### config.mk
export PLATFORM = sky130hd
export DESIGN_NAME = sdlc_tx_apb
export DESIGN_NICKNAME = d
export VERILOG_FILES = /design/src/logic/sdlc_pkg.sv /design/src/logic/tx_apb_regs.sv /design/src/logic/tx_byte_fifo.sv /design/src/logic/tx_framer.sv /design/src/logic/tx_crc16.sv /design/src/logic/tx_zero_inserter.sv /design/src/logic/sdlc_tx_apb.sv
export SDC_FILE = /design/constraint.sdc
export NUM_CORES = 1
export LEC_CHECK = 0
export BUFFER_PORTS_ARGS = -buffer_cell sky130_fd_sc_hd__buf_2
export CORE_MARGIN = 4
export CORE_UTILIZATION = 35
export CTS_CLUSTER_SIZE = 16
export DETAILED_ROUTE_END_ITERATION = 8
export PLACE_DENSITY = 0.62
export SLEW_MARGIN = 0
export SYNTH_ARGS = -nofsm -noshare
export SYNTH_HDL_FRONTEND = slang
export SYNTH_SLANG_ARGS = --single-unit
### constraint.sdc
create_clock -name clk -period 3.3 [get_ports clk]
set_input_delay 0.165 -clock clk [delete_from_list [all_inputs] [get_ports clk]]
set_output_delay 0.165 -clock clk [all_outputs]
set_load 0.02 [all_outputs]
### src/logic/sdlc_pkg.sv
`default_nettype none

package sdlc_pkg;

    ////////////////////////////////////////////////////////////////////////////
    // Widths with a meaning.
    ////////////////////////////////////////////////////////////////////////////

    typedef logic [7:0]  byte_t;
    typedef logic [15:0] crc_t;
    typedef logic [3:0]  apb_addr_t;
    typedef logic [31:0] apb_data_t;
    typedef logic [2:0]  run_cnt_t;

    // HDLC opening and closing flag.
    localparam byte_t SDLC_FLAG = 8'h7E;

    // CRC-16/X.25, reflected form.
    localparam crc_t CRC_POLY = 16'h8408;
    localparam crc_t CRC_INIT = 16'hFFFF;

    // A zero follows this many ones in data and check bits.
    localparam run_cnt_t MAX_ONES = 3'd5;

    // Register map.
    localparam apb_addr_t REG_DATA   = 4'h0;
    localparam apb_addr_t REG_CTRL   = 4'h4;
    localparam apb_addr_t REG_STATUS = 4'h8;

    typedef enum logic [2:0] {
        IDLE,
        OPEN_FLAG,
        DATA,
        CHECK,
        CLOSE_FLAG
    } tx_state_e;

endpackage

`default_nettype wire

### src/logic/tx_apb_regs.sv
`timescale 1ns/1ps
`default_nettype none

module tx_apb_regs
    import sdlc_pkg::*;
#(
    parameter int FIFO_DEPTH = 16
) (
    input  wire logic                          clk,
    input  wire logic                          tx_crc_rst,
    input  wire logic                          psel,
    input  wire logic                          penable,
    input  wire logic                          pwrite,
    input  wire apb_addr_t                     paddr,
    input  wire apb_data_t                     pwdata,
    input  wire logic                          full,
    input  wire logic                          empty,
    input  wire logic [$clog2(FIFO_DEPTH):0]   level,
    input  wire logic                          tx_active,
    output apb_data_t                          prdata,
    output logic                               pready,
    output logic                               pslverr,
    output logic                               push,
    output byte_t                              push_data,
    output logic                               tx_en
);

    localparam int LW = $clog2(FIFO_DEPTH) + 1;

    logic      access;
    logic      wr_access;
    logic      rd_access;
    logic      data_wr;
    apb_data_t status;

    // Access phase of a transfer.
    assign access    = psel && penable;
    assign wr_access = access && pwrite;
    assign rd_access = access && !pwrite;
    assign data_wr   = wr_access && (paddr == REG_DATA);

    // No wait states.
    assign pready = 1'b1;

    // A byte written into a full FIFO is lost and flagged.
    assign pslverr   = data_wr && full;
    assign push      = data_wr && !full;
    assign push_data = pwdata[7:0];

    always_ff @(posedge clk) begin
        if (tx_crc_rst) begin
            tx_en <= 1'b0;
        end else if (wr_access && (paddr == REG_CTRL)) begin
            tx_en <= pwdata[0];
        end
    end

    ////////////////////////////////////////////////////////////////////////////
    // Read back.
    ////////////////////////////////////////////////////////////////////////////

    always_comb begin
        status         = '0;
        status[0]      = tx_active;
        status[1]      = full;
        status[2]      = empty;
        status[8 +: LW] = level;
    end

    always_comb begin
        prdata = '0;
        if (rd_access) begin
            case (paddr)
                REG_CTRL:   prdata[0] = tx_en;
                REG_STATUS: prdata    = status;
                default:    prdata    = '0;
            endcase
        end
    end

endmodule

`default_nettype wire

### src/logic/tx_byte_fifo.sv
`timescale 1ns/1ps
`default_nettype none

module tx_byte_fifo
    import sdlc_pkg::*;
#(
    parameter int FIFO_DEPTH = 16
) (
    input  wire logic                         clk,
    input  wire logic                         tx_crc_rst,
    input  wire logic                         push,
    input  wire byte_t                        push_data,
    input  wire logic                         pop,
    output byte_t                             rd_data,
    output logic                              empty,
    output logic                              full,
    output logic [$clog2(FIFO_DEPTH):0]       level
);

    localparam int AW = $clog2(FIFO_DEPTH);
    localparam int LW = AW + 1;

    byte_t         mem [FIFO_DEPTH];
    logic [AW-1:0] wr_ptr;
    logic [AW-1:0] rd_ptr;
    logic [LW-1:0] count;
    logic          do_push;
    logic          do_pop;

    assign do_push = push && !full;
    assign do_pop  = pop && !empty;

    // Storage.
    always_ff @(posedge clk) begin
        if (do_push) begin
            mem[wr_ptr] <= push_data;
        end
    end

    always_ff @(posedge clk) begin
        if (tx_crc_rst) begin
            wr_ptr <= '0;
            rd_ptr <= '0;
            count  <= '0;
        end else begin
            // Pointers wrap since the depth is a power of two.
            if (do_push) wr_ptr <= wr_ptr + 1'b1;
            if (do_pop)  rd_ptr <= rd_ptr + 1'b1;
            case ({do_push, do_pop})
                2'b10:   count <= count + 1'b1;
                2'b01:   count <= count - 1'b1;
                default: count <= count;
            endcase
        end
    end

    // Head word falls through.
    assign rd_data = mem[rd_ptr];
    assign empty   = (count == '0);
    assign full    = (count == LW'(FIFO_DEPTH));
    assign level   = count;

endmodule

`default_nettype wire

### src/logic/tx_framer.sv
`timescale 1ns/1ps
`default_nettype none

module tx_framer
    import sdlc_pkg::*;
#(
    parameter int BIT_DIV = 8
) (
    input  wire logic  clk,
    input  wire logic  tx_crc_rst,
    input  wire logic  tx_en,
    input  wire byte_t rd_data,
    input  wire logic  empty,
    input  wire logic  bit_taken,
    input  wire logic  crc_bit,
    output logic       pop,
    output logic       bit_tick,
    output logic       line_bit,
    output logic       stuff_en,
    output logic       crc_init,
    output logic       crc_shift,
    output logic       crc_out,
    output logic       data_bit,
    output logic       tx_clk,
    output logic       tx_active
);

    localparam int DW = $clog2(BIT_DIV);

    logic [DW-1:0] div_cnt;
    tx_state_e     state;
    logic [3:0]    bit_cnt;
    byte_t         shift_q;
    logic          adv;
    logic          start;
    logic          byte_end;
    logic          load_byte;

    ////////////////////////////////////////////////////////////////////////////
    // Bit-rate generator.
    ////////////////////////////////////////////////////////////////////////////

    assign bit_tick = (div_cnt == DW'(BIT_DIV - 1));

    // Transmit clock rises mid-bit.
    always_ff @(posedge clk) begin
        if (tx_crc_rst) begin
            div_cnt <= '0;
            tx_clk  <= 1'b0;
        end else begin
            div_cnt <= bit_tick ? '0 : div_cnt + 1'b1;
            if (div_cnt == DW'(BIT_DIV / 2 - 1)) begin
                tx_clk <= 1'b1;
            end else if (bit_tick) begin
                tx_clk <= 1'b0;
            end
        end
    end

    ////////////////////////////////////////////////////////////////////////////
    // Frame sequencing.
    ////////////////////////////////////////////////////////////////////////////

    // Current bit leaves on this tick unless a stuffed zero goes first.
    assign adv       = bit_tick && bit_taken;
    assign start     = bit_tick && (state == IDLE) && tx_en && !empty;
    assign byte_end  = (bit_cnt[2:0] == 3'd7);
    assign load_byte = adv && byte_end && !empty &&
                       ((state == OPEN_FLAG) || (state == DATA));

    always_ff @(posedge clk) begin
        if (tx_crc_rst) begin
            state     <= IDLE;
            bit_cnt   <= '0;
            tx_active <= 1'b0;
        end else begin
            if (bit_tick) begin
                tx_active <= (state != IDLE) || start;
            end
            if (start) begin
                state   <= OPEN_FLAG;
                bit_cnt <= '0;
            end else if (adv) begin
                bit_cnt <= bit_cnt + 1'b1;
                case (state)
                    OPEN_FLAG, DATA: begin
                        // Empty FIFO at a byte boundary ends the data.
                        if (byte_end) begin
                            bit_cnt <= '0;
                            state   <= empty ? CHECK : DATA;
                        end
                    end
                    CHECK: begin
                        if (bit_cnt == 4'd15) begin
                            bit_cnt <= '0;
                            state   <= CLOSE_FLAG;
                        end
                    end
                    CLOSE_FLAG: begin
                        if (byte_end) begin
                            bit_cnt <= '0;
                            state   <= IDLE;
                        end
                    end
                    default: bit_cnt <= '0;
                endcase
            end
        end
    end

    // Byte serializer, LSB first.
    always_ff @(posedge clk) begin
        if (load_byte) begin
            shift_q <= rd_data;
        end else if (adv && (state == DATA)) begin
            shift_q <= {1'b0, shift_q[7:1]};
        end
    end

    assign pop = load_byte;

    always_comb begin
        case (state)
            OPEN_FLAG, CLOSE_FLAG: line_bit = SDLC_FLAG[bit_cnt[2:0]];
            DATA:                  line_bit = shift_q[0];
            CHECK:                 line_bit = crc_bit;
            default:               line_bit = 1'b1;
        endcase
    end

    // Flags are sent without stuffing.
    assign stuff_en  = (state == DATA) || (state == CHECK);

    assign crc_init  = start;
    assign crc_shift = adv && stuff_en;
    assign crc_out   = (state == CHECK);
    assign data_bit  = shift_q[0];

endmodule

`default_nettype wire

### src/logic/tx_crc16.sv
`timescale 1ns/1ps
`default_nettype none

module tx_crc16
    import sdlc_pkg::*;
(
    input  wire logic clk,
    input  wire logic tx_crc_rst,
    input  wire logic crc_init,
    input  wire logic crc_shift,
    input  wire logic crc_out,
    input  wire logic data_bit,
    output logic      crc_bit
);

    crc_t crc_q;
    logic fb;

    // Reflected form, so the feedback taps bit 0.
    assign fb = crc_q[0] ^ data_bit;

    always_ff @(posedge clk) begin
        if (tx_crc_rst || crc_init) begin
            crc_q <= CRC_INIT;
        end else if (crc_shift) begin
            if (crc_out) begin
                // Check sequence goes out LSB first.
                crc_q <= {1'b0, crc_q[15:1]};
            end else begin
                crc_q <= {1'b0, crc_q[15:1]} ^ (fb ? CRC_POLY : crc_t'(0));
            end
        end
    end

    // Register is sent complemented.
    assign crc_bit = ~crc_q[0];

endmodule

`default_nettype wire

### src/logic/tx_zero_inserter.sv
`timescale 1ns/1ps
`default_nettype none

module tx_zero_inserter
    import sdlc_pkg::*;
(
    input  wire logic clk,
    input  wire logic tx_crc_rst,
    input  wire logic bit_tick,
    input  wire logic line_bit,
    input  wire logic stuff_en,
    output logic      tx_data,
    output logic      bit_taken
);

    run_cnt_t ones_cnt;
    logic     stuff_slot;

    // A full run is stuffed even if stuffing just ended,
    // as after a final check bit of one.
    assign stuff_slot = (ones_cnt == MAX_ONES);
    assign bit_taken  = !stuff_slot;

    always_ff @(posedge clk) begin
        if (tx_crc_rst) begin
            tx_data  <= 1'b1;
            ones_cnt <= '0;
        end else if (bit_tick) begin
            if (stuff_slot) begin
                // Inserted zero.
                tx_data  <= 1'b0;
                ones_cnt <= '0;
            end else begin
                tx_data <= line_bit;
                if (stuff_en && line_bit) begin
                    ones_cnt <= ones_cnt + 1'b1;
                end else begin
                    ones_cnt <= '0;
                end
            end
        end
    end

endmodule

`default_nettype wire

### src/logic/sdlc_tx_apb.sv
`timescale 1ns/1ps
`default_nettype none

module sdlc_tx_apb
    import sdlc_pkg::*;
#(
    parameter int BIT_DIV    = 8,
    parameter int FIFO_DEPTH = 16
) (
    input  wire logic      clk,
    input  wire logic      tx_crc_rst,
    // APB slave.
    input  wire logic      psel,
    input  wire logic      penable,
    input  wire logic      pwrite,
    input  wire apb_addr_t paddr,
    input  wire apb_data_t pwdata,
    output apb_data_t      prdata,
    output logic           pready,
    output logic           pslverr,
    // Line side.
    output logic           tx_data,
    output logic           tx_clk,
    output logic           tx_active
);

    localparam int LW = $clog2(FIFO_DEPTH) + 1;

    logic          push;
    byte_t         push_data;
    logic          pop;
    byte_t         rd_data;
    logic          empty;
    logic          full;
    logic [LW-1:0] level;
    logic          tx_en;

    logic bit_tick;
    logic line_bit;
    logic stuff_en;
    logic bit_taken;
    logic crc_init;
    logic crc_shift;
    logic crc_out;
    logic data_bit;
    logic crc_bit;

    tx_apb_regs #(
        .FIFO_DEPTH(FIFO_DEPTH)
    ) tx_apb_regs_i (
        .clk        (clk),
        .tx_crc_rst (tx_crc_rst),
        .psel       (psel),
        .penable    (penable),
        .pwrite     (pwrite),
        .paddr      (paddr),
        .pwdata     (pwdata),
        .full       (full),
        .empty      (empty),
        .level      (level),
        .tx_active  (tx_active),
        .prdata     (prdata),
        .pready     (pready),
        .pslverr    (pslverr),
        .push       (push),
        .push_data  (push_data),
        .tx_en      (tx_en)
    );

    tx_byte_fifo #(
        .FIFO_DEPTH(FIFO_DEPTH)
    ) tx_byte_fifo_i (
        .clk        (clk),
        .tx_crc_rst (tx_crc_rst),
        .push       (push),
        .push_data  (push_data),
        .pop        (pop),
        .rd_data    (rd_data),
        .empty      (empty),
        .full       (full),
        .level      (level)
    );

    tx_framer #(
        .BIT_DIV(BIT_DIV)
    ) tx_framer_i (
        .clk        (clk),
        .tx_crc_rst (tx_crc_rst),
        .tx_en      (tx_en),
        .rd_data    (rd_data),
        .empty      (empty),
        .bit_taken  (bit_taken),
        .crc_bit    (crc_bit),
        .pop        (pop),
        .bit_tick   (bit_tick),
        .line_bit   (line_bit),
        .stuff_en   (stuff_en),
        .crc_init   (crc_init),
        .crc_shift  (crc_shift),
        .crc_out    (crc_out),
        .data_bit   (data_bit),
        .tx_clk     (tx_clk),
        .tx_active  (tx_active)
    );

    tx_crc16 tx_crc16_i (
        .clk        (clk),
        .tx_crc_rst (tx_crc_rst),
        .crc_init   (crc_init),
        .crc_shift  (crc_shift),
        .crc_out    (crc_out),
        .data_bit   (data_bit),
        .crc_bit    (crc_bit)
    );

    tx_zero_inserter tx_zero_inserter_i (
        .clk        (clk),
        .tx_crc_rst (tx_crc_rst),
        .bit_tick   (bit_tick),
        .line_bit   (line_bit),
        .stuff_en   (stuff_en),
        .tx_data    (tx_data),
        .bit_taken  (bit_taken)
    );

endmodule

`default_nettype wire

==> results.sh, run 1 <==
export IMPL_outcome="finished clean"
export IMPL_gr_total_overflow=0
export IMPL_net_switching_share_of_the_total_power_pct=21.4
export IMPL_drtIter0Drc=254
export IMPL_floorplan_rows=55
export IMPL_syn_instance_count=556
export IMPL_worstPathArrival_ps=3400
export IMPL_first_pass_grt_wire_length_um=24400
export IMPL_crit_path_end_kind="flop"
export IMPL_cts_hold_buf=0
export IMPL_synth_largest_area_cell="sky130_fd_sc_hd__edfxtp_1"
export IMPL_firstDrtPassIters=6
export IMPL_ff_latch_area_sq_um=5110
export IMPL_cts_htree_levels=4
export IMPL_power_density_nw_per_um2=503
export IMPL_place_congestion=0.756
export IMPL_reg2reg_from="tx_framer_i.div_cnt[0]$_SDFF_PP0_"
export IMPL_post_route_cells_drive_above_1_share_pct=23.4
export IMPL_max_cap_viol_count=0
export IMPL_finalNetCount=653
export IMPL_period_share_pct=94.3
export IMPL_routedWlPerCell_um=16.9
export IMPL_areaGrowthSynthToFinish_pct=12.9
export IMPL_crit_start="tx_framer_i.div_cnt[0]$_SDFF_PP0_"
export IMPL_die_area_sq_um=25500
export IMPL_antenna_left=0
export IMPL_report_final_slew_viol_count=0
export IMPL_grt_setup_unrepaired="false"
export IMPL_max_slew_margin_rel_pct=30.7
export IMPL_synth_top_cells_by_area="sky130_fd_sc_hd__edfxtp_1, sky130_fd_sc_hd__dfxtp_1, sky130_fd_sc_hd__mux4_2, sky130_fd_sc_hd__ha_1, sky130_fd_sc_hd__buf_4"
export IMPL_finalClockSkew_ps=16.5
export IMPL_ctsLongestPathBuffers=2
export IMPL_postSynthRegisterBits=187
export IMPL_cts_repair_resized=0
export IMPL_syn_mean_instance_area_sq_um=14.5
export IMPL_synth_seq_area_share_pct=63.3
export IMPL_timing_final_crit_period_ps=3110
export IMPL_clock_power_share_pct=42.7
export IMPL_switchingPower_mw=0.978
export IMPL_grt_util_overall_pct=12.2
export IMPL_via_per_inst=5.06
export IMPL_share_of_flip_flops_with_an_asynchronous_set_or_reset_after_synthesis_pct=0
export IMPL_pwr_share_comb_pct=2.1
export IMPL_setup_slack_after_layout_ps=189
export IMPL_multi_input_area_sq_um=2690
export IMPL_antenna_violations_before_repair=0
export IMPL_hold_path_depth=1
export IMPL_syn_area_sq_um=8070
export IMPL_totalPowerFinal_mw=4.58
export IMPL_clk_transition_reported_paths_ps=70
export IMPL_yosys_cell_types_count=61
export IMPL_cts_made_buffers=17
export IMPL_max_slew_worst_pin_slew_ps=1020
export IMPL_timing_hold_violations_final=0
export IMPL_hold_path_class="in2reg"
export IMPL_io_buffer_count=28
export IMPL_pre_cts_ws_ps=211
export IMPL_critPathMaxFanout=11
export IMPL_leakage_component_of_the_power_nw=3.11
export IMPL_min_delay_endpoint="tx_byte_fifo_i.mem[5][7]$_DFFE_PP_"
export IMPL_p_seq_share_pct=55.1
export IMPL_start_util_pct=35.6
export IMPL_synth_top_flop_cell="sky130_fd_sc_hd__edfxtp_1"
export IMPL_critPathKind="reg2reg"
export IMPL_dp_hpwl_um=10200
export IMPL_layout_filler_cells=2071
export IMPL_r2r_slack_ps=190
export IMPL_core_area_sq_um=22600
export IMPL_grt_pass1_vias=4478
export IMPL_cts_setup_buffers=0
export IMPL_report_final_setup_viol=0
export IMPL_yosys_warnings=0
export IMPL_n_antenna_cell=0
export IMPL_crit_required_ps=3590
export IMPL_synth_edf_count=136
export IMPL_die_height_um=160
export IMPL_vias=4523
export IMPL_fp_dieW_um=160
export IMPL_fmax_ghz=0.321
export IMPL_grt_max_degree=38
export IMPL_timing_hold_worst_start="pwdata[7]"
export IMPL_clkLatencyLatePin_ps=430
export IMPL_pin_count=78
export IMPL_worst_r2r_endpoint="tx_byte_fifo_i.level[4]$_SDFFE_PP0P_"
export IMPL_count_of_unresolved_drc_violations_after_routing=0
export IMPL_worstRegToRegCells=11
export IMPL_final_util_pct=40.2
export IMPL_tns_ps=0
export IMPL_whs_ps=112
export IMPL_crit_path_start_kind="flop"
export IMPL_internal_power_mw=3.60
export IMPL_tritoncts_clock_tree="built"
export IMPL_clock_sinks=187
export IMPL_vdd_ir_drop_worst_mv=0.414
export IMPL_routed_wl_um=15100
export IMPL_post_synth_top_area_fraction_pct=50.6
export IMPL_ctsRootBufferMaster="sky130_fd_sc_hd__clkbuf_16"
==> worst max path at each step <==
stage / to / slack (ps) / depth (start not counted)
2_1_floorplan: tx_byte_fifo_i.level[2]$_SDFFE_PP0P_ / 60 / 13
3_3_place_gp: tx_byte_fifo_i.level[4]$_SDFFE_PP0P_ / 340 / 11
3_5_place_dp: tx_byte_fifo_i.level[4]$_SDFFE_PP0P_ / 210 / 11
4_1_cts: tx_byte_fifo_i.level[4]$_SDFFE_PP0P_ / 170 / 11
5_1_grt: tx_byte_fifo_i.level[4]$_SDFFE_PP0P_ / 7 / 11
6_report: tx_byte_fifo_i.level[4]$_SDFFE_PP0P_ / 190 / 11
==> metal layers <==
layer	share of wire (%)	up-vias	track usage, %
met3	4.9	8	3.12
li1	-	2129	-
met2	49	114	20.9
met1	45	2272	15.5
met4	0.95	0	3.48
met5	0	-	0
==> cell usage in the layout (no fill, tap or decap), types with 7 or more instances in the layout <==
master	netlist	final
sky130_fd_sc_hd__nor2_1	38	38
sky130_fd_sc_hd__buf_4	26	24
sky130_fd_sc_hd__clkbuf_16	0	17
sky130_fd_sc_hd__edfxtp_1	136	136
sky130_fd_sc_hd__nand2_1	47	47
sky130_fd_sc_hd__nor3b_1	7	7
sky130_fd_sc_hd__mux2_2	9	9
sky130_fd_sc_hd__a21oi_1	7	7
sky130_fd_sc_hd__buf_2	7	28
sky130_fd_sc_hd__and2_1	9	9
sky130_fd_sc_hd__dfxtp_1	51	50
sky130_fd_sc_hd__nor3_1	11	11
sky130_fd_sc_hd__inv_1	11	11
sky130_fd_sc_hd__ha_1	16	16
sky130_fd_sc_hd__nand3_1	19	19
sky130_fd_sc_hd__mux4_2	40	40
sky130_fd_sc_hd__conb_1	2	25
sky130_fd_sc_hd__xor2_1	10	10
==> flip-flops by register name, summed over array words and instances (netlist names), named ones only <==
name                         flops
tx_apb_regs_i.tx_en              1
tx_framer_i.bit_cnt              4
tx_byte_fifo_i.wr_ptr            4
tx_framer_i.shift_q              8
tx_framer_i.tx_clk               1
tx_zero_inserter_i.tx_data       1
tx_byte_fifo_i.mem             128
tx_zero_inserter_i.ones_cnt      3
tx_framer_i.tx_active            1
tx_framer_i.div_cnt              3
tx_byte_fifo_i.rd_ptr            4
tx_framer_i.state                3
tx_crc16_i.crc_q                16
tx_byte_fifo_i.level             5
==> through the flow <==
step,std cells,area [sq um]
CTS,893,9100
global placement,862,8540
finish,893,9100
global route,893,9100
detailed placement,862,8540
floorplan,579,8150
==> area by class of cell <==
type / count / share of cell area (%)
inverters: 11 / 0.453
repair buffers: 53 / 3.74
well taps: 285 / 3.92
clock buffers: 18 / 4.71
clock inverters: 13 / 1.51
flip-flops and latches: 187 / 56.1
multi-input cells: 326 / 29.6
==> critical path, stage by stage, from the launching register on <==
cell                       delay (ps)
sky130_fd_sc_hd__dfxtp_1          370
sky130_fd_sc_hd__ha_1             200
sky130_fd_sc_hd__ha_1             190
sky130_fd_sc_hd__a21boi_2         200
sky130_fd_sc_hd__nand4b_2         220
sky130_fd_sc_hd__nor2_2           170
sky130_fd_sc_hd__ha_1             250
sky130_fd_sc_hd__buf_4            200
sky130_fd_sc_hd__a21oi_1           70
sky130_fd_sc_hd__or4_4            450
sky130_fd_sc_hd__o221ai_1         190
sky130_fd_sc_hd__or4b_1           460
==> cells in the mapped netlist (all sizes together), types with 9 or more instances <==
library cell / count
edfxtp: 136
dfxtp: 51
nand2: 47
mux4: 40
nor2: 39
buf: 36
clkbuf: 19
nand3: 19
ha: 16
inv: 11
nor3: 11
xor2: 10
and2: 9
mux2: 9
==> power by group through the flow <==
| stage | logic (mW) | clock network (mW) | registers, mW |
|---|---|---|---|
| floorplan | 0.0823 | 0 | 2.57 |
| global placement | 0.0921 | 0 | 2.58 |
| detailed placement | 0.0977 | 0 | 2.58 |
| CTS | 0.0979 | 2.01 | 2.52 |
| global route | 0.109 | 2.11 | 2.52 |
| finish | 0.0977 | 1.96 | 2.52 |
==> cells by family after synthesis <==
logic type                 share of synthesized area (%)
other                                             0.0931
xor gates and xnor gates                            1.52
DFF                                                 63.3
AOI/OAI and AO/OA                                   4.24
muxes                                               12.8
and+or+nand+nor                                     11.2
adders and majority gates                           2.48
buffers and inverters                               4.39
No activity file was read; power rests on OpenSTA's default activity.
==> inputs of run 2 (changes only) <==
--- a/config.mk
+++ b/config.mk
@@ -6,12 +6,14 @@
 export NUM_CORES = 1
 export LEC_CHECK = 0
 export BUFFER_PORTS_ARGS = -buffer_cell sky130_fd_sc_hd__buf_2
-export CORE_MARGIN = 4
+export CORE_MARGIN = 1
 export CORE_UTILIZATION = 35
 export CTS_CLUSTER_SIZE = 16
 export DETAILED_ROUTE_END_ITERATION = 8
+export GPL_TIMING_DRIVEN = 1
 export PLACE_DENSITY = 0.62
 export SLEW_MARGIN = 0
 export SYNTH_ARGS = -nofsm -noshare
 export SYNTH_HDL_FRONTEND = slang
 export SYNTH_SLANG_ARGS = --single-unit
+export TNS_END_PERCENT = 50
==> run 2 against run 1 <==
  * Register-to-register slack better by 90 ps
  * Critical path depth is 1 higher
  * Sequential power hardly changed
  * Largest cell class unchanged
  * Clock power is 4% lower
  * Combinational power is 0.8% higher
  * Die area is 7.4% lower
==> results.sh, run 2 (synthesized netlist as in run 1, its figures left out) <==
export IMPL_place_congestion=0.765
export IMPL_io_buffer_count=28
export IMPL_ctsLongestPathBuffers=2
export IMPL_vias=4474
export IMPL_finalNonFillerCells=887
export IMPL_fmax_ghz=0.331
export IMPL_timing_hold_violations_final=0
export IMPL_power_density_nw_per_um2=499
export IMPL_fp_dieW_um=154
export IMPL_antenna_left=0
export IMPL_tritoncts_clock_tree="built"
export IMPL_ctsRootBufferMaster="sky130_fd_sc_hd__clkbuf_16"
export IMPL_die_height_um=154
export IMPL_grt_setup_unrepaired="false"
export IMPL_cts_hold_buf=0
export IMPL_clk_transition_reported_paths_ps=70
export IMPL_areaGrowthSynthToFinish_pct=12.0
export IMPL_via_per_inst=5.04
export IMPL_pre_cts_ws_ps=177
export IMPL_tns_ps=0
export IMPL_leakage_component_of_the_power_nw=3.06
export IMPL_critPathMaxFanout=7
export IMPL_finish_instance_area_sq_um=9030
export IMPL_core_area_sq_um=22600
export IMPL_crit_path_end_kind="flop"
export IMPL_critPathKind="reg2reg"
export IMPL_drtIter0Drc=353
export IMPL_placed_cell_area_sq_um=8480
export IMPL_routed_wl_um=15000
export IMPL_layout_cells_most_common="sky130_fd_sc_hd__edfxtp_1"
export IMPL_cts_repair_resized=0
export IMPL_max_slew_worst_pin_slew_ps=1030
export IMPL_floorplan_rows=55
export IMPL_die_area_sq_um=23700
export IMPL_crit_path_start_kind="flop"
export IMPL_largest_register_ff_count=128
export IMPL_period_share_pct=91.4
export IMPL_gr_total_overflow=0
export IMPL_timing_final_crit_period_ps=3020
export IMPL_max_slew_margin_rel_pct=30.4
export IMPL_top_register="tx_byte_fifo_i.mem"
export IMPL_finalNetCount=646
export IMPL_cts_made_buffers=17
export IMPL_report_final_setup_viol=0
export IMPL_start_util_pct=35.6
export IMPL_cts_htree_levels=4
export IMPL_post_route_cells_drive_above_1_share_pct=22.9
export IMPL_routedWlPerCell_um=16.9
export IMPL_setup_slack_after_layout_ps=283
export IMPL_crit_required_ps=3620
export IMPL_finalClockSkew_ps=9.18
export IMPL_layout_cells_most_common_list="sky130_fd_sc_hd__edfxtp_1, sky130_fd_sc_hd__dfxtp_1, sky130_fd_sc_hd__nand2_1, sky130_fd_sc_hd__mux4_2, sky130_fd_sc_hd__nor2_1"
export IMPL_clkLatencyLatePin_ps=430
export IMPL_placed_cells=855
export IMPL_vdd_ir_drop_worst_mv=0.347
export IMPL_hold_path_class="in2reg"
export IMPL_grt_pass1_vias=4492
export IMPL_antenna_violations_before_repair=0
export IMPL_grt_max_degree=38
export IMPL_first_pass_grt_wire_length_um=23900
export IMPL_registers_with_the_most_flip_flops="tx_byte_fifo_i.mem: 128 flops, tx_crc16_i.crc_q: 16 flops, tx_framer_i.shift_q: 8 flops"
export IMPL_dp_hpwl_um=10100
export IMPL_clock_sinks=187
export IMPL_firstDrtPassIters=7
export IMPL_max_cap_viol_count=0
export IMPL_layout_filler_cells=2047
export IMPL_grt_util_overall_pct=13.4
export IMPL_report_final_slew_viol_count=0
export IMPL_pin_count=78
export IMPL_cts_setup_buffers=0
export IMPL_worstPathArrival_ps=3340
export IMPL_totalPowerFinal_mw=4.51
export IMPL_count_of_unresolved_drc_violations_after_routing=0
export IMPL_outcome="finished clean"
export IMPL_n_antenna_cell=0
[run 2: changes by cell type in the layout (fill, tap and decap cells not counted), sizes merged]
cell / before / now
inv: 16 / 18
clkinv: 5 / 3
bufinv: 1 / 0
clkinvlp: 2 / 3
clkbuf: 18 / 19
buf: 53 / 46
[run 2: layout make-up]
class / count / area (sq um) / share of cell area [%]
Tap cell: 285 / 357 / 3.95
Clock buffer: 19 / 433 / 4.79
Timing Repair Buffer: 46 / 288 / 3.19
Clock inverter: 13 / 109 / 1.21
Sequential cell: 187 / 5110 / 56.5
Inverter: 11 / 41.3 / 0.457
Multi-Input combinational cell: 326 / 2700 / 29.9
[run 2: path summary, 6_finish.rpt]
kind,start,endpoint,slack (ps),depth (start not counted)
max reg2reg,tx_framer_i.div_cnt[0]$_SDFF_PP0_,tx_byte_fifo_i.level[2]$_SDFFE_PP0P_,280,12
min,pwdata[3],tx_byte_fifo_i.mem[11][3]$_DFFE_PP_,120,1
min reg2reg,tx_crc16_i.crc_q[1]$_SDFFE_PP1P_,tx_crc16_i.crc_q[1]$_SDFFE_PP1P_,470,2
max,tx_framer_i.div_cnt[0]$_SDFF_PP0_,tx_byte_fifo_i.level[2]$_SDFFE_PP0P_,280,12
[run 2: power breakdown]
group | leakage (nW) | switching, mW | internal, mW | total [mW]
Sequential | 1.61 | 0.00706 | 2.52 | 2.52
Clock | 0.258 | 0.900 | 0.985 | 1.89
Combinational | 1.19 | 0.0752 | 0.0233 | 0.0985
Total | 3.06 | 0.982 | 3.53 | 4.51
[run 2: metrics by stage]
stage | utilization (%) | hold slack [ps]
6_report | 39.9 | 118
5_1_grt | 39.9 | 97.2
4_1_cts | 39.9 | 95.4
3_5_place_dp | 37.5 | 458
3_3_place_gp | 37.5 | 437
2_1_floorplan | - | 264
[run 2: per-layer routing]
metal | vias to the layer above | track usage [%] | wire [um]
met2 | 123 | 22.7 | 7480
met5 | - | 0 | 0
li1 | 2120 | - | -
met3 | 10 | 3.80 | 769
met4 | 0 | 4.14 | 166
met1 | 2221 | 16.6 | 6540
[run 2: worst max-delay path: stages, from the launching register on]
cell	delay (ps)
sky130_fd_sc_hd__dfxtp_1	370
sky130_fd_sc_hd__ha_1	200
sky130_fd_sc_hd__ha_2	260
sky130_fd_sc_hd__a21boi_2	230
sky130_fd_sc_hd__nand4b_2	200
sky130_fd_sc_hd__nor2_2	160
sky130_fd_sc_hd__ha_2	250
sky130_fd_sc_hd__xor2_1	180
sky130_fd_sc_hd__ha_1	260
sky130_fd_sc_hd__nor3b_1	90
sky130_fd_sc_hd__a221oi_1	310
sky130_fd_sc_hd__nand3_1	120
sky130_fd_sc_hd__mux2_2	280
==> inputs of run 3 (changes only) <==
--- a/config.mk
+++ b/config.mk
@@ -15,5 +15,6 @@
 export SLEW_MARGIN = 0
 export SYNTH_ARGS = -nofsm -noshare
 export SYNTH_HDL_FRONTEND = slang
+export SYNTH_HIERARCHICAL = 1
 export SYNTH_SLANG_ARGS = --single-unit
 export TNS_END_PERCENT = 50
==> run 3 against run 2 <==
  * Sequential cell count is the same
  * Power increased by 4.9%
  * Clock-buffer cell count down 2
  * Combinational power decreased by 3.9%
  * Register-to-register slack got worse by 50 ps
  * Critical endpoint is now tx_byte_fifo_i/level[4]$_SDFFE_PP0P_
  * Largest cell class unchanged
==> results.sh, run 3 <==
export IMPL_outcome="finished clean"
export IMPL_synth_most_common_cell="sky130_fd_sc_hd__edfxtp_1"
export IMPL_timing_hold_violations_final=0
export IMPL_io_buffer_count=28
export IMPL_ctsLongestPathBuffers=2
export IMPL_path_buf_inv=1
export IMPL_synth_largest_area_cell="sky130_fd_sc_hd__edfxtp_1"
export IMPL_p_seq_share_pct=53.2
export IMPL_count_of_unresolved_drc_violations_after_routing=0
export IMPL_finalClockSkew_ps=13.3
export IMPL_cts_htree_levels=4
export IMPL_post_synth_top_area_fraction_pct=49.3
export IMPL_die_area_sq_um=24300
export IMPL_synth_top_flop_cell="sky130_fd_sc_hd__edfxtp_1"
export IMPL_grt_util_overall_pct=13.9
export IMPL_registers_with_the_most_flip_flops="tx_byte_fifo_i/mem: 128 flops, tx_crc16_i/crc_q: 16 flops, tx_framer_i/shift_q: 8 flops"
export IMPL_whs_ps=69.2
export IMPL_finish_instance_area_sq_um=9380
export IMPL_period_share_pct=93.0
export IMPL_critPathMaxFanout=8
export IMPL_clk_transition_reported_paths_ps=80
export IMPL_reg2reg_from="tx_framer_i/bit_cnt[1]$_SDFFE_PP0N_"
export IMPL_max_slew_worst_pin_slew_ps=766
export IMPL_min_delay_endpoint="tx_apb_regs_i/tx_en$_SDFFE_PP0P_"
export IMPL_dp_hpwl_um=10400
export IMPL_cts_setup_buffers=0
export IMPL_crit_required_ps=3620
export IMPL_n_antenna_cell=0
export IMPL_grt_pass1_vias=4756
export IMPL_vdd_ir_drop_worst_mv=0.359
export IMPL_start_util_pct=36.2
export IMPL_hold_path_class="in2reg"
export IMPL_share_of_flip_flops_with_an_asynchronous_set_or_reset_after_synthesis_pct=0
export IMPL_yosys_cell_types_count=78
export IMPL_synth_seq_area_share_pct=61.6
export IMPL_layout_filler_cells=2083
export IMPL_fmax_ghz=0.326
export IMPL_internal_power_mw=3.64
export IMPL_grt_max_degree=33
export IMPL_timing_hold_worst_start="paddr[0]"
export IMPL_pin_count=78
export IMPL_net_switching_share_of_the_total_power_pct=23.0
export IMPL_cts_made_buffers=17
export IMPL_max_slew_margin_rel_pct=48.8
export IMPL_crit_path_top_delay_cell="sky130_fd_sc_hd__or4_4"
export IMPL_ctsRootBufferMaster="sky130_fd_sc_hd__clkbuf_16"
export IMPL_layout_cells_most_common="sky130_fd_sc_hd__edfxtp_1"
export IMPL_drtIter0Drc=327
export IMPL_hold_path_depth=4
export IMPL_routed_wl_um=15700
export IMPL_core_area_sq_um=22900
export IMPL_pwr_share_comb_pct=2.0
export IMPL_areaGrowthSynthToFinish_pct=13.2
export IMPL_die_height_um=156
export IMPL_fp_dieW_um=156
export IMPL_power_density_nw_per_um2=504
export IMPL_switchingPower_mw=1.09
export IMPL_finalNetCount=674
export IMPL_clock_sinks=187
export IMPL_report_final_slew_viol_count=0
export IMPL_antenna_left=0
export IMPL_placed_cell_area_sq_um=8740
export IMPL_antenna_violations_before_repair=0
export IMPL_clock_power_share_pct=44.8
export IMPL_postSynthRegisterBits=187
export IMPL_critPathKind="reg2reg"
export IMPL_max_cap_viol_count=0
export IMPL_syn_instance_count=580
export IMPL_place_congestion=0.840
export IMPL_routedWlPerCell_um=16.7
export IMPL_tritoncts_clock_tree="built"
export IMPL_vias=4719
export IMPL_worstPathArrival_ps=3390
export IMPL_largest_register_ff_count=128
export IMPL_first_pass_grt_wire_length_um=25400
export IMPL_grt_setup_unrepaired="false"
export IMPL_worst_path_dominant_cell_family="simple AND/OR/NAND/NOR gates"
export IMPL_crit_path_end_kind="flop"
export IMPL_clkLatencyLatePin_ps=440
export IMPL_post_route_cells_drive_above_1_share_pct=24.1
export IMPL_slowest_delay_ps=530
export IMPL_ff_latch_area_sq_um=5110
export IMPL_timing_final_crit_period_ps=3070
export IMPL_synth_edf_count=136
export IMPL_crit_chain="ha_1 -> ha_1 -> nand2_1 -> or4_4 -> nor2_4 -> o21ai_4 -> inv_1 -> ha_2 -> xor2_1 -> ha_1 -> o31ai_1 -> o22ai_1 -> nand4bb_1"
export IMPL_cp_common_cell="sky130_fd_sc_hd__ha_1"
export IMPL_report_final_setup_viol=0
export IMPL_top_register="tx_byte_fifo_i/mem"
export IMPL_worst_r2r_endpoint="tx_byte_fifo_i/level[4]$_SDFFE_PP0P_"
export IMPL_syn_mean_instance_area_sq_um=14.3
export IMPL_gr_total_overflow=0
export IMPL_floorplan_rows=55
export IMPL_via_per_inst=5.00
export IMPL_synth_top_cells_by_area="sky130_fd_sc_hd__edfxtp_1, sky130_fd_sc_hd__dfxtp_1, sky130_fd_sc_hd__mux4_2, sky130_fd_sc_hd__buf_4, sky130_fd_sc_hd__ha_1"
export IMPL_yosys_warnings=6
export IMPL_synth_top_cells_by_count="sky130_fd_sc_hd__edfxtp_1, sky130_fd_sc_hd__dfxtp_1, sky130_fd_sc_hd__nand2_1"
export IMPL_leakage_component_of_the_power_nw=3.26
export IMPL_worstRegToRegCells=13
export IMPL_syn_area_sq_um=8280
export IMPL_firstDrtPassIters=4
export IMPL_layout_cells_most_common_list="sky130_fd_sc_hd__edfxtp_1, sky130_fd_sc_hd__dfxtp_1, sky130_fd_sc_hd__nand2_1, sky130_fd_sc_hd__nor2_1, sky130_fd_sc_hd__mux4_2"
export IMPL_multi_input_area_sq_um=2810
export IMPL_crit_path_start_kind="flop"
export IMPL_r2r_slack_ps=230
export IMPL_tns_ps=0
==> run 3: worst reg2reg max path: cells and delay by family (launching register included) <==
family | cells | cell delay (ps)
XOR/XNOR | 1 | 90
flip-flops | 1 | 410
adder cells (fa/ha/maj) | 4 | 850
AND/OR/NAND/NOR | 4 | 950
AO/OA/AOI/OAI | 3 | 590
buffers and inverters | 1 | 70
==> run 3: power by group through the flow <==
stage          sequential (mW)  combinational, mW  clock (mW)
2_1_floorplan             2.57             0.0899           0
3_3_place_gp              2.57             0.0894           0
3_5_place_dp              2.57             0.0948           0
4_1_cts                   2.52             0.0949        2.16
5_1_grt                   2.52              0.106        2.26
6_report                  2.52             0.0947        2.12
==> run 3: logic make-up after synthesis <==
group / synth area share (%)
flip-flops: 61.6
AND/OR/NAND/NOR: 10.3
buffers and inverters: 5.62
AO/OA/AOI/OAI: 7.31
multiplexers: 11.5
adder cells (fa/ha/maj): 2.42
XOR/XNOR: 1.16
other: 0.0907
==> run 3: worst max-delay path by stage <==
stage	from	endpoint	cells past startpoint
floorplan	tx_framer_i/div_cnt[0]$_SDFF_PP0_	tx_byte_fifo_i/level[4]$_SDFFE_PP0P_	15
CTS	tx_framer_i/bit_cnt[0]$_SDFFE_PP0N_	tx_byte_fifo_i/level[4]$_SDFFE_PP0P_	13
detailed placement	tx_framer_i/bit_cnt[0]$_SDFFE_PP0N_	tx_byte_fifo_i/level[4]$_SDFFE_PP0P_	13
global placement	tx_framer_i/bit_cnt[0]$_SDFFE_PP0N_	tx_byte_fifo_i/level[4]$_SDFFE_PP0P_	13
finish	tx_framer_i/bit_cnt[1]$_SDFFE_PP0N_	tx_byte_fifo_i/level[4]$_SDFFE_PP0P_	13
global route	tx_framer_i/bit_cnt[1]$_SDFFE_PP0N_	tx_byte_fifo_i/level[4]$_SDFFE_PP0P_	14
==> run 3: cell type report <==
cell class / count / area share (%)
sequential: 187 / 54.5
clock buffer: 17 / 4.54
inverter: 17 / 0.680
multi-input combinational: 336 / 29.9
clock inverter: 15 / 2.20
timing repair buffer: 58 / 4.03
tap: 313 / 4.18
==> run 3: timing repair <==
| item | CTS | global route |
|---|---|---|
| hold buffers | 0 | 0 |
| gates resized for setup | 0 | 2 |
| setup endpoints to repair | 0 | 1 |
==> run 3: stage by stage <==
stage / util, % / setup WS, ps / instances / total power [mW]
after floorplan: - / 26.2 / 603 / 2.66
after global placement: 38.1 / 174 / 911 / 2.66
after detailed placement: 38.1 / 106 / 911 / 2.67
after CTS: 40.9 / 78.9 / 943 / 4.78
after global routing: 40.9 / 29.1 / 943 / 4.88
final: 40.9 / 230 / 943 / 4.73
==> run 3: per-layer routing <==
layer  vias to the layer above  routed length (um)  GRT usage, %
met1                      2362                6980          17.4
met4                         0                 214          4.44
met2                       116                7900          23.4
met5                         -                   0             0
li1                       2221                   -             -
met3                        20                 637          3.53
